File: src/hdl/cpu_pkg.sv
package cpu_pkg;

   typedef logic [31:0] word_t;
   typedef logic [4:0]  reg_addr_t;
   typedef logic [10:0] mem_addr_t;
   typedef logic [2:0]  alu_op_t;
   typedef logic [4:0]  opcode_t;

   typedef enum logic [2:0] {
      st_fetch,
      st_issue,
      st_operand,
      st_execute,
      st_writeback
   } stage_t;

   localparam int mem_depth = 2048;
   localparam int reg_count = 32;

   // Opcode 0 and unlisted codes are no-operations
   localparam opcode_t op_loadi = 5'd1;
   localparam opcode_t op_load  = 5'd2;
   localparam opcode_t op_store = 5'd3;
   localparam opcode_t op_alu   = 5'd4;
   localparam opcode_t op_jumpz = 5'd5;
   localparam opcode_t op_halt  = 5'd6;

   localparam alu_op_t alu_add  = 3'd0;
   localparam alu_op_t alu_sub  = 3'd1;
   localparam alu_op_t alu_and  = 3'd2;
   localparam alu_op_t alu_or   = 3'd3;
   localparam alu_op_t alu_xor  = 3'd4;
   localparam alu_op_t alu_sll  = 3'd5;
   localparam alu_op_t alu_srl  = 3'd6;
   localparam alu_op_t alu_sltu = 3'd7;

endpackage
File: src/hdl/mem_bus_if.sv
`timescale 1ns/10ps

interface mem_bus_if;

   logic              req;
   logic              we;
   cpu_pkg::mem_addr_t addr;
   cpu_pkg::word_t    wdata;
   logic              gnt;
   cpu_pkg::word_t    rdata;

   modport requester (output req, output we, output addr, output wdata,
                      input gnt, input rdata);

   modport arbiter (input req, input we, input addr, input wdata,
                    output gnt, output rdata);

   modport memory (input req, input we, input addr, input wdata,
                   output rdata);

endinterface

File: src/hdl/fetch_unit.sv
`timescale 1ns/10ps

module fetch_unit (
   input  logic            clk,
   input  logic            rst_n,
   input  cpu_pkg::stage_t stage,
   input  logic            run,
   input  logic            halted,
   input  logic            jump_taken,
   input  cpu_pkg::word_t  jump_target,
   mem_bus_if.requester    bus,
   output cpu_pkg::word_t  pc
);

   logic active;

   assign active = run & ~halted;

   // Instruction read, never a write
   assign bus.req   = active && (stage == cpu_pkg::st_fetch);
   assign bus.we    = 1'b0;
   assign bus.addr  = pc[10:0];
   assign bus.wdata = '0;

   always_ff @(posedge clk or negedge rst_n) begin
      if (!rst_n) begin
         pc <= '0;
      end else if (active && stage == cpu_pkg::st_writeback) begin
         if (jump_taken) begin
            pc <= jump_target;
         end else begin
            pc <= pc + 32'd1;
         end
      end
   end

endmodule

File: src/flat_wrapper.sv
// flat-port wrapper written by rule: the top's interface ports become plain ports
module fetch_unit_flat 
  (clk, rst_n, stage, run, halted, jump_taken, jump_target, pc, bus_req, bus_we, bus_addr, bus_wdata, bus_gnt, bus_rdata);
  mem_bus_if bus_i ();
  input  logic clk;
  input  logic rst_n;
  input  cpu_pkg::stage_t stage;
  input  logic run;
  input  logic halted;
  input  logic jump_taken;
  input  cpu_pkg::word_t jump_target;
  output cpu_pkg::word_t pc;
  output wire logic [$bits(bus_i.req)-1:0] bus_req;
  output wire logic [$bits(bus_i.we)-1:0] bus_we;
  output wire logic [$bits(bus_i.addr)-1:0] bus_addr;
  output wire logic [$bits(bus_i.wdata)-1:0] bus_wdata;
  input wire logic [$bits(bus_i.gnt)-1:0] bus_gnt;
  input wire logic [$bits(bus_i.rdata)-1:0] bus_rdata;
  assign bus_req = bus_i.req;
  assign bus_we = bus_i.we;
  assign bus_addr = bus_i.addr;
  assign bus_wdata = bus_i.wdata;
  assign bus_i.gnt = bus_gnt;
  assign bus_i.rdata = bus_rdata;
  fetch_unit u_core (.clk(clk), .rst_n(rst_n), .stage(stage), .run(run), .halted(halted), .jump_taken(jump_taken), .jump_target(jump_target), .bus(bus_i), .pc(pc));
endmodule
File: config.mk
export PLATFORM = sky130hd
export DESIGN_NAME = fetch_unit_flat
export DESIGN_NICKNAME = d
export VERILOG_FILES = /design/src/hdl/cpu_pkg.sv /design/src/hdl/mem_bus_if.sv /design/src/hdl/fetch_unit.sv /design/src/flat_wrapper.sv
export SDC_FILE = /design/constraint.sdc
export NUM_CORES = 1
export LEC_CHECK = 0
export ABC_CLOCK_PERIOD_IN_PS = 3200
export BUFFER_PORTS_ARGS = -buffer_cell sky130_fd_sc_hd__buf_2
export CORE_UTILIZATION = 47
export CTS_CLUSTER_SIZE = 8
export DETAILED_ROUTE_END_ITERATION = 16
export PLACE_DENSITY = 0.9
export SLEW_MARGIN = 5
export SYNTH_ARGS = -nofsm -noshare
export SYNTH_HDL_FRONTEND = slang
export SYNTH_SLANG_ARGS = --single-unit
File: constraint.sdc
create_clock -name clk -period 3.2 [get_ports clk]
set_input_delay 0.32 -clock clk [delete_from_list [all_inputs] [get_ports clk]]
set_output_delay 0.32 -clock clk [all_outputs]
set_load 0.005 [all_outputs]
==> results of run 1 <==
[Yosys cell counts (5+ instances only)]
cell type	count	share of area [%]
nand4_1	9	2.3
o22ai_1	13	3.3
mux2i_1	5	2.1
nor2_1	16	2.5
nor4_1	5	1.3
and3_1	9	2.3
o21ai_0	18	3.7
dfrtp_1	32	33
nand2_1	21	3.2
a21oi_1	28	5.7
inv_1	6	0.92
buf_4	44	14
nand3_1	18	3.7
clkbuf_1	12	1.8
[worst max path at each step]
stage / startpoint / end / depth (start not counted)
after global placement: u_core.pc[0]$_DFFE_PN0P_ / u_core.pc[26]$_DFFE_PN0P_ / 6
after floorplan: u_core.pc[0]$_DFFE_PN0P_ / u_core.pc[22]$_DFFE_PN0P_ / 5
after global routing: u_core.pc[0]$_DFFE_PN0P_ / u_core.pc[26]$_DFFE_PN0P_ / 6
after CTS: u_core.pc[0]$_DFFE_PN0P_ / u_core.pc[26]$_DFFE_PN0P_ / 6
final: u_core.pc[0]$_DFFE_PN0P_ / u_core.pc[26]$_DFFE_PN0P_ / 6
after detailed placement: u_core.pc[0]$_DFFE_PN0P_ / u_core.pc[26]$_DFFE_PN0P_ / 6
[final cells by class]
| cell class | count | area (sq um) |
|---|---|---|
| fillers | 469 | 2090 |
| multi-input cells | 229 | 1330 |
| flip-flops and latches | 32 | 801 |
| repair buffers | 86 | 438 |
| clock buffers | 8 | 90.1 |
| well taps | 67 | 83.8 |
| inverters | 6 | 22.5 |
[worst max-delay path: stages, from the launching register on]
cell and delay [ns]:
dfrtp_1 0.45, ha_1 0.27, nand4_2 0.19, nor4_4 0.61, nand4_1 0.17, mux2_1 0.34
nor2_1 0.10
[cell families (layout without fill, tap and decap cells)]
kind of cell             after synthesis  after routing  synth area share, %
adder cells (fa/ha/maj)                1              1                0.512
multiplexers                           6              6                 2.51
AND/OR/NAND/NOR                      103            103                 24.5
other                                  1             33                0.154
flip-flops                            32             32                 32.8
buffers and inverters                 68            100                 17.7
AO/OA/AOI/OAI                         86             86                 21.8
[power groups by stage]
stage          registers (mW)  logic, mW  clock network, mW
2_1_floorplan           0.590      0.227                  0
3_3_place_gp            0.598      0.310                  0
3_5_place_dp            0.605      0.318                  0
4_1_cts                 0.599      0.319              0.336
5_1_grt                 0.618      0.360              0.351
6_report                0.601      0.318              0.332
[placed cells by master (no fill, tap or decap), types with 2 or more instances in the layout]
cell,Yosys,layout
buf_2,4,83
conb_1,1,33
dfrtp_1,32,32
a21oi_1,28,28
nand2_1,21,21
nand3_1,18,18
o21ai_0,18,18
nor2_1,16,16
o22ai_1,13,13
nand4_1,9,9
and3_1,9,9
inv_1,6,6
clkbuf_8,0,6
nor4_1,5,5
mux2i_1,5,5
nor2b_1,4,4
a22oi_1,4,4
a2bb2oi_1,4,4
nor3_1,4,4
o22a_1,3,3
and4_1,3,3
buf_4,44,3
nand4_2,2,2
nor4_4,2,2
o21a_1,2,2
and2_1,2,2
o2bb2ai_1,2,2
a311o_1,2,2
o21ai_1,2,2
clkbuf_1,12,2
[through the flow]
stage	hold WS, ns	total power [mW]	utilization [%]	cell area, sq um
after detailed placement	0.432	0.924	55.1	2670
after global placement	0.419	0.908	55.1	2670
final	0.0992	1.25	57.0	2760
after CTS	0.125	1.25	57.0	2760
after global routing	0.148	1.33	57.0	2760
after floorplan	0.0244	0.818	-	2560
[metal layers]
layer,vias to the layer above,share of wire [%]
met5,-,0
met4,0,0.95
met3,7,7.0
met2,103,48
met1,1135,44
li1,1140,-
==> results by group, run 1 <==
Power
  • Maximum vdd drop: 0.000291 V
  • Logic pwr share: approximately 25%
  • Leak Pwr: around 1.3 nW
  • PwrDens: 452 nW/um^2
  • Net Sw Frac: a little over a third
  • Clock Power Share: 26.5%
  • Int Pwr: between 0.8 and 0.9 mW
  • Seq pwr share: between 40% and 50%
  • Reported net switching power: around 0.44 mW

Global routing
  • Grt total ovfl: 0
  • Total GRT Usage: between 20 and 25%
  • GR Util met2: between 30% and 40%
  • Met1 usage: approximately 29%
  • Vias in the first global route: between 2,000 and 2,500
  • Met3 Use GR: between 5 and 6%
  • Grt peak-use layer: met2
  • Initial antenna violation count: 0
  • Largest net degree at the start of global routing: 44
  • Global-route wire length before repair: ~9600 microns

Floorplanning
  • Top Ports: 150
  • Die area: about 5500 sq um
  • Placeable Area: 4850 sq um
  • Core Rows: 25
  • Die Y-Extent: around 74 microns
  • Starting Density: between 50% and 60%
  • Die W: ~74 microns

Timing
  • Actual slew at the worst max-slew pin: about 1.2 ns
  • Time the worst path needs with I/O delays and setup: 2.18 ns
  • Setup TNS: 0 ns
  • Slew HR: between 20% and 30%
  • RSZ-0062 raised after global routing: false
  • Final Worst Setup Slack: 1.02 ns
  • Final worst-path cycle share: about 68%
  • Fin. Hold Viols: 0
  • Skew final: between 0.007 and 0.008 ns
  • Upper clock frequency limit: 458 MHz
  • Max Slew Vio Count: 0
  • Setup violators final: 0

Synth
  • Register area share after synthesis: between 30% and 40%
  • Number of flops mapped to enable cells by yosys: 0
  • Mapped Cells: 297
  • Syn Area/Cell: just over 8 sq um
  • YS warnings: 0
  • Async set-or-reset flop fraction in the synthesized netlist: 100%
  • Post-synth cell types: between 40 and 50
  • Flops & latches, synth: 32
  • Cell area after synthesis: approximately 2400 sq um
  • Most used DFF post-synth: dfrtp_1

Flow run
  • Max_cap viols: 0

Critical path
  • RR Endpoint: u_core.pc[26]$_DFFE_PN0P_
  • Max FO, Critical Path: 9
  • Crit start category: register
  • CP Capture Type: register
  • CP required: between 3 and 4 ns
  • RR Startpoint: u_core.pc[0]$_DFFE_PN0P_
  • Critical path type: reg -> reg
  • Worst Path Arrival: around 2.4 ns
  • Flop2flop setup slack: a little over 1 ns
  • Reg2Reg Depth: 6

Placement
  • Gpl congestion: around 0.83
  • DP HPWL: around 4000 microns
  • Placed Cells: 420
  • Setup WS pre-CTS: roughly 1.0 ns
  • I/O Buffers: 83

Clock network
  • Clk slew on worst S/H paths: 0.07 ns
  • Clk sink count: 32
  • CTS H-tree depth: 2
  • Latest clock arrival within the worst-skew pair: 0.29 ns
  • CTS max path bufs: 2
  • CTS root buf: clkbuf_8
  • Total CTS buffers: 5
  • CTS tree: yes
  • Postcts setup bufs: 0
  • Number of hold buffers added after cts: 0
  • Post-cts resize count: 0

Drt
  • Drt pass-1 iters: 4
  • DRC errors left: 0
  • DRT iter0 DRCs: 127
  • ANT nets after route: 0
  • WL final: 5880 microns
  • Routed wire per std cell: between 10 and 15 microns
  • Vias per inst: roughly 5.6
  • Vias after detailed routing: about 2,400

Finish
  • Synthesis-to-finish area growth: 13.2%
  • Antenna diodes: 0
  • Layout Nets: 434
  • Largest registers: u_core.pc: 32 flops
  • Largest register FFs: 32
  • Finished Layout Cells: around 430
  • Largest Register: u_core.pc
  • Share of cells above drive strength 1: 27.7%

Status
  • Status: completed

Hold path
  • Min-Delay Path Class: in -> async
No activity file was read; power rests on OpenSTA's default activity.
==> inputs of run 2 (changes only) <==
ABC_CLOCK_PERIOD_IN_PS = 1980   (was 3200)
CORE_UTILIZATION = 39   (was 47)
PLACE_DENSITY = 0.8   (was 0.9)
clock period = 1.98 ns   (was 3.2 ns; I/O delays follow)
==> run 2 against run 1 <==
  * The flow now finishes with violations (negative hold slack)
  * Global-route usage fell by 3.4 points
  * Routed wire length is 4.8% higher
  * Sequential power up 54%
  * Worst setup slack got worse by 0.89 ns
  * Register-to-register slack lost 0.89 ns
  * Critical path type unchanged
  * Critical endpoint unchanged
==> results by group, run 2 (same netlist as run 1, synthesis figures left out) <==
Status
  • Failing checks: negative hold slack
  • Status: finished with violations

Critical path
  • CP startpoint: u_core.pc[0]$_DFFE_PN0P_
  • Flop2flop setup slack: 0.12 ns (-0.89 ns)
  • Reg2Reg Depth: 6 (unchanged)
  • CP cell instances: ha_1 > nand4_2 > nor4_4 > nand4_1 > mux2_1 > nor2_1
  • Max FO, Critical Path: 5 (-4)
  • Setup crit end: u_core.pc[26]$_DFFE_PN0P_
  • Worst Path Buf+Inv: 0 (unchanged)
  • Crit start category: register
  • CP required: 2.20 ns (-1.22 ns)
  • Critical path type: reg -> reg
  • Delay-heaviest family, CP: simple AND/OR/NAND/NOR gates
  • RR Startpoint: u_core.pc[0]$_DFFE_PN0P_
  • Worst Path Arrival: 2.08 ns (-0.33 ns)
  • Worst path depth: 6 (unchanged)
  • CP Capture Type: register
  • CP max stage delay: 0.45 ns (-0.16 ns)
  • Slowest CP cell: nor4_4
  • RR Endpoint: u_core.pc[26]$_DFFE_PN0P_

Floorplanning
  • Top Ports: 150 (unchanged)
  • Starting Density: 40.7% (-9.6 points)
  • Die area: 6580 sq um (+20%)
  • Die Y-Extent: 81.1 microns (+9.5%)
  • Placeable Area: 5990 sq um (+24%)
  • Core Rows: 28 (+12%)
  • Die W: 81.1 microns (+9.5%)

Timing
  • Worst hold slack: -0.0109 ns (-0.110 ns)
  • Actual slew at the worst max-slew pin: 0.777 ns (-0.403 ns)
  • Skew final: 0.00612 ns (-0.000960 ns)
  • RSZ-0062 raised after global routing: false
  • Max Slew Vio Count: 0 (unchanged)
  • Setup violators final: 0 (unchanged)
  • Time the worst path needs with I/O delays and setup: 1.86 ns (-0.327 ns)
  • Upper clock frequency limit: 539 MHz (+18%)
  • Final worst-path cycle share: 93.8% (+26 points)
  • Fin. Hold Viols: 22 (+22)
  • Slew HR: 48.2% (+27 points)
  • Final Worst Setup Slack: 0.124 ns (-0.893 ns)
  • Setup TNS: 0 ns (unchanged)

Global routing
  • Grt total ovfl: 0 (unchanged)
  • Initial antenna violation count: 0 (unchanged)
  • Met1 usage: 24.1% (-5.0 points)
  • Vias in the first global route: 2,123 (-2.5%)
  • Met3 Use GR: 3.93% (-1.5 points)
  • Total GRT Usage: 19.3% (-3.4 points)
  • GR Util met2: 33.4% (-4.1 points)
  • Global-route wire length before repair: 9830 microns (+1.9%)
  • Largest net degree at the start of global routing: 44 (unchanged)
  • Grt peak-use layer: met2

Placement
  • DP HPWL: 4360 microns (+8.9%)
  • Gpl congestion: 0.805 (-3.0%)
  • Setup WS pre-CTS: 0.0775 ns (-0.965 ns)
  • I/O Buffers: 83 (unchanged)
  • Placed Cells: 442 (+5.2%)

Drt
  • WL final: 6160 microns (+4.8%)
  • Vias per inst: 5.26 (-5.6%)
  • Routed wire per std cell: 13.7 microns (-0.31%)
  • Vias after detailed routing: 2,368 (-0.71%)
  • ANT nets after route: 0 (unchanged)
  • DRC errors left: 0 (unchanged)
  • Drt pass-1 iters: 4 (unchanged)
  • DRT iter0 DRCs: 93 (-27%)

Finish
  • Fillers: 619 (+32%)
  • Most frequent cells in the layout: 83 x buf_2, 33 x conb_1, 31 x dfrtp_1
  • Synthesis-to-finish area growth: 18.9%
  • Layout Nets: 448 (+3.2%)
  • Largest Register: u_core.pc
  • Largest register FFs: 32 (unchanged)
  • Most common cell after layout, fill and taps aside: buf_2
  • Area of the multi-input gates: 1340 sq um (+0.85%)
  • Seq. cell area: 802 sq um (+0.16%)
  • Finished Layout Cells: 450 (+5.1%)
  • Largest registers: u_core.pc: 32 flops
  • Share of cells above drive strength 1: 31.2% (+3.5 points)
  • Antenna diodes: 0 (unchanged)

Clock network
  • Clk sink count: 32 (unchanged)
  • CTS root buf: clkbuf_8
  • CTS tree: yes
  • Latest clock arrival within the worst-skew pair: 0.28 ns (about the same)
  • CTS H-tree depth: 2 (unchanged)
  • CTS max path bufs: 2 (unchanged)
  • Clk slew on worst S/H paths: 0.07 ns (about the same)
  • Number of hold buffers added after cts: 0 (unchanged)
  • Total CTS buffers: 5 (unchanged)

Power
  • PwrDens: 718 nW/um^2 (+59%)
  • Leak Pwr: 1.40 nW (+6.0%)
  • Maximum vdd drop: 0.000336 V (+16%)

Hold path
  • Min-Delay Path Class: in -> async

Flow run
  • Max_cap viols: 0 (unchanged)
## run 2: cell count changes in the layout (fill, tap and decap cells not counted), sizes merged
cell	change
buf	+14
## run 2: worst min-delay path by stage
stage	from	to	depth (start not counted)
global route	rst_n	u_core.pc[20]$_DFFE_PN0P_	1
detailed placement	rst_n	u_core.pc[21]$_DFFE_PN0P_	1
floorplan	rst_n	u_core.pc[0]$_DFFE_PN0P_	0
finish	rst_n	u_core.pc[24]$_DFFE_PN0P_	1
global placement	rst_n	u_core.pc[20]$_DFFE_PN0P_	1
CTS	rst_n	u_core.pc[14]$_DFFE_PN0P_	1
## run 2: cell type report
type	count	area share, %
sequential	32	27.6
tap	75	3.23
clock buffer	8	3.10
timing repair buffer	100	19.1
inverter	6	0.776
multi-input combinational	229	46.1
## run 2: per-layer routing
metal	up-vias	part of all wire (%)	routed length, microns
met4	0	0.94	58
li1	1174	-	-
met5	-	0	0
met3	8	5.0	308
met2	85	49	3030
met1	1101	45	2760
## run 2: repair_timing
action / in CTS / in global routing
setup buffers: 0 / 0
setup endpoints to repair: 0 / 2
gates resized for setup: 0 / 3
## run 2: metrics by stage
step | hold WS (ns) | cell area (sq um) | util (%) | power (mW)
3_5_place_dp | 0.324 | 2800 | 46.7 | 1.57
4_1_cts | 0.0156 | 2890 | 48.2 | 2.10
3_3_place_gp | 0.311 | 2800 | 46.7 | 1.54
6_report | -0.0109 | 2900 | 48.5 | 2.09
5_1_grt | 0.0515 | 2900 | 48.5 | 2.23
2_1_floorplan | -0.0976 | 2560 | - | 1.32
## run 2: report_power, final
group | total [mW] | switching, mW | internal (mW)
Sequential | 0.925 | 0.154 | 0.771
Clock | 0.526 | 0.242 | 0.284
Combinational | 0.635 | 0.318 | 0.317
==> inputs of run 3 (changes only) <==
ABC_CLOCK_PERIOD_IN_PS = 2300   (was 1980)
CORE_UTILIZATION = 47   (was 39)
PLACE_DENSITY = 0.9   (was 0.8)
clock period = 2.3 ns   (was 1.98 ns; I/O delays follow)
==> run 3 against run 2 <==
  * The run now ends clean
  * Worst hold slack improved by 0.025 ns
  * Maximum frequency decreased by 11%
  * Global-route usage is 2.9 points higher
  * Flip-flop and latch count unchanged
  * Critical path type unchanged
  * Largest power group unchanged
==> results by group, run 3 (same netlist as run 1, synthesis figures left out) <==
Status
  • Status: completed

Critical path
  • Max FO, Critical Path: 7 (+2)
  • Critical path type: reg -> reg
  • CP max stage delay: 0.65 ns (+0.20 ns)
  • RR Startpoint: u_core.pc[0]$_DFFE_PN0P_
  • CP required: 2.46 ns (+0.26 ns)
  • RR Endpoint: u_core.pc[22]$_DFFE_PN0P_
  • Reg2Reg Depth: 5 (-1)
  • Flop2flop setup slack: 0.21 ns (+0.09 ns)
  • Setup crit end: u_core.pc[22]$_DFFE_PN0P_
  • CP Capture Type: register
  • CP cell instances: ha_1 > nand4_2 > or4_1 > o32ai_1 > a21oi_1
  • Worst Path Arrival: 2.25 ns (+0.17 ns)
  • Crit start category: register
  • Slowest CP cell: or4_1
  • CP startpoint: u_core.pc[0]$_DFFE_PN0P_

Placement
  • Dpl cell area: 2740 sq um (-2.3%)
  • Gpl congestion: 0.794 (-1.3%)
  • DP HPWL: 4180 microns (-4.0%)
  • I/O Buffers: 83 (unchanged)
  • Placed Cells: 425 (-3.8%)

Clock network
  • Latest clock arrival within the worst-skew pair: 0.28 ns (about the same)
  • Total CTS buffers: 5 (unchanged)
  • CTS tree: yes
  • CTS root buf: clkbuf_8
  • CTS max path bufs: 2 (unchanged)
  • Clk sink count: 32 (unchanged)
  • Post-cts resize count: 0 (unchanged)
  • CTS H-tree depth: 2 (unchanged)
  • Clk slew on worst S/H paths: 0.07 ns (about the same)
  • Postcts setup bufs: 0 (unchanged)
  • Number of hold buffers added after cts: 0 (unchanged)

Finish
  • Largest register FFs: 32 (unchanged)
  • Share of cells above drive strength 1: 28.7% (-2.5 points)
  • Synthesis-to-finish area growth: 15.7%
  • Largest registers: u_core.pc: 32 flops
  • Area of the multi-input gates: 1330 sq um (-0.84%)
  • Finished Layout Cells: 433 (-3.8%)
  • Most common cell after layout, fill and taps aside: buf_2
  • Most frequent cells in the layout: 83 x buf_2, 33 x conb_1, 32 x dfrtp_1
  • Fillers: 442 (-29%)
  • Fin util: 58.3% (+9.8 points)
  • Design Area, Final: 2830 sq um (-2.7%)
  • Seq. cell area: 801 sq um (-0.16%)
  • Antenna diodes: 0 (unchanged)
  • Largest Register: u_core.pc
  • Layout Nets: 439 (-2.0%)

Power
  • Leak Pwr: 1.35 nW (-3.3%)
  • Seq pwr share: 47.0% (+2.6 points)
  • Logic pwr share: 27.0% (-3.4 points)
  • Clock Power Share: 26.0% (+0.8 points)
  • Maximum vdd drop: 0.000398 V (+18%)
  • Total power: 1.75 mW (-16%)
  • Net Sw Frac: 34.8% (+0.53 points)
  • Int Pwr: 1.14 mW (-17%)
  • Reported net switching power: 0.610 mW (-15%)
  • PwrDens: 621 nW/um^2 (-14%)

Drt
  • DRT iter0 DRCs: 125 (+34%)
  • Drt pass-1 iters: 5 (+1)
  • Vias per inst: 5.52 (+4.8%)
  • ANT nets after route: 0 (unchanged)
  • DRC errors left: 0 (unchanged)
  • Routed wire per std cell: 13.8 microns (+1.1%)
  • Vias after detailed routing: 2,389 (+0.89%)
  • WL final: 5990 microns (-2.7%)

Timing
  • Final worst-path cycle share: 90.7% (-3.1 points)
  • Setup TNS: 0 ns (unchanged)
  • Setup violators final: 0 (unchanged)
  • Fin. Hold Viols: 0 (-100%)
  • Upper clock frequency limit: 479 MHz (-11%)
  • Actual slew at the worst max-slew pin: 0.760 ns (-0.0168 ns)
  • RSZ-0062 raised after global routing: false
  • Skew final: 0.00341 ns (-0.00271 ns)
  • Max Slew Vio Count: 0 (unchanged)
  • Time the worst path needs with I/O delays and setup: 2.09 ns (+0.229 ns)
  • Slew HR: 49.3% (+1.1 points)

Floorplanning
  • Core Rows: 25 (-11%)
  • Top Ports: 150 (unchanged)
  • Die Y-Extent: 74.1 microns (-8.7%)
  • Starting Density: 50.3% (+9.6 points)
  • Die W: 74.1 microns (-8.7%)
  • Die area: 5490 sq um (-17%)
  • Placeable Area: 4850 sq um (-19%)

Global routing
  • Total GRT Usage: 22.2% (+2.9 points)
  • Grt total ovfl: 0 (unchanged)
  • Vias in the first global route: 2,110 (-0.61%)
  • Largest net degree at the start of global routing: 44 (unchanged)
  • Global-route wire length before repair: 9420 microns (-4.2%)
  • Initial antenna violation count: 0 (unchanged)

Hold path
  • Min-Delay Path Class: in -> async

Flow run
  • Max_cap viols: 0 (unchanged)
[run 3: changes by cell type in the layout (fill, tap and decap cells not counted)]
cell,before,now
buf_12,1,2
or4_1,0,1
o32ai_1,0,1
o32ai_2,1,0
or4_4,1,0
dfrtp_2,1,0
dfrtp_1,31,32
buf_4,16,6
[run 3: critical path: cells and delay by family (launching register included)]
kind	cells	cell delay, ns
AO/OA/AOI/OAI	2	0.41
adder cells (fa/ha/maj)	1	0.26
flip-flops	1	0.46
AND/OR/NAND/NOR	2	0.83
[run 3: how the worst min path moves through the flow]
| stage | start | to | slack, ns | cells after the start |
|---|---|---|---|---|
| final | rst_n | u_core.pc[13]$_DFFE_PN0P_ | 0.01 | 1 |
| after global routing | rst_n | u_core.pc[17]$_DFFE_PN0P_ | 0.06 | 1 |
| after CTS | rst_n | u_core.pc[9]$_DFFE_PN0P_ | 0.03 | 1 |
| after detailed placement | rst_n | u_core.pc[9]$_DFFE_PN0P_ | 0.34 | 1 |
| after global placement | rst_n | u_core.pc[9]$_DFFE_PN0P_ | 0.33 | 1 |
| after floorplan | rst_n | u_core.pc[0]$_DFFE_PN0P_ | -0.07 | 0 |
[run 3: through the flow]
stage                     hold WS [ns]  setup WS [ns]
after CTS                       0.0332          0.216
after floorplan                -0.0656          0.387
after global routing            0.0556         0.0692
after detailed placement         0.340          0.221
final                           0.0139          0.214
after global placement           0.332          0.262
[run 3: power groups by stage]
stage	clock, mW	combinational, mW	sequential, mW
2_1_floorplan	0	0.316	0.821
6_report	0.456	0.474	0.824
4_1_cts	0.466	0.476	0.820
3_3_place_gp	0	0.462	0.820
5_1_grt	0.487	0.529	0.843
3_5_place_dp	0	0.474	0.829
[run 3: layout make-up]
cell class                 count  share of cell area (%)
clock buffer                   8                    3.19
inverter                       6                   0.797
multi-input combinational    229                    47.0
sequential                    32                    28.3
tap                           67                    2.97
timing repair buffer          91                    17.7
[run 3: metal layers]
metal	part of all wire (%)	track usage (%)	vias up	wire [microns]
li1	-	-	1155	-
met1	42	28.2	1115	2540
met2	48	37.4	113	2900
met3	8.6	5.42	6	516
met4	0.67	7.05	0	40
met5	0	0	-	0
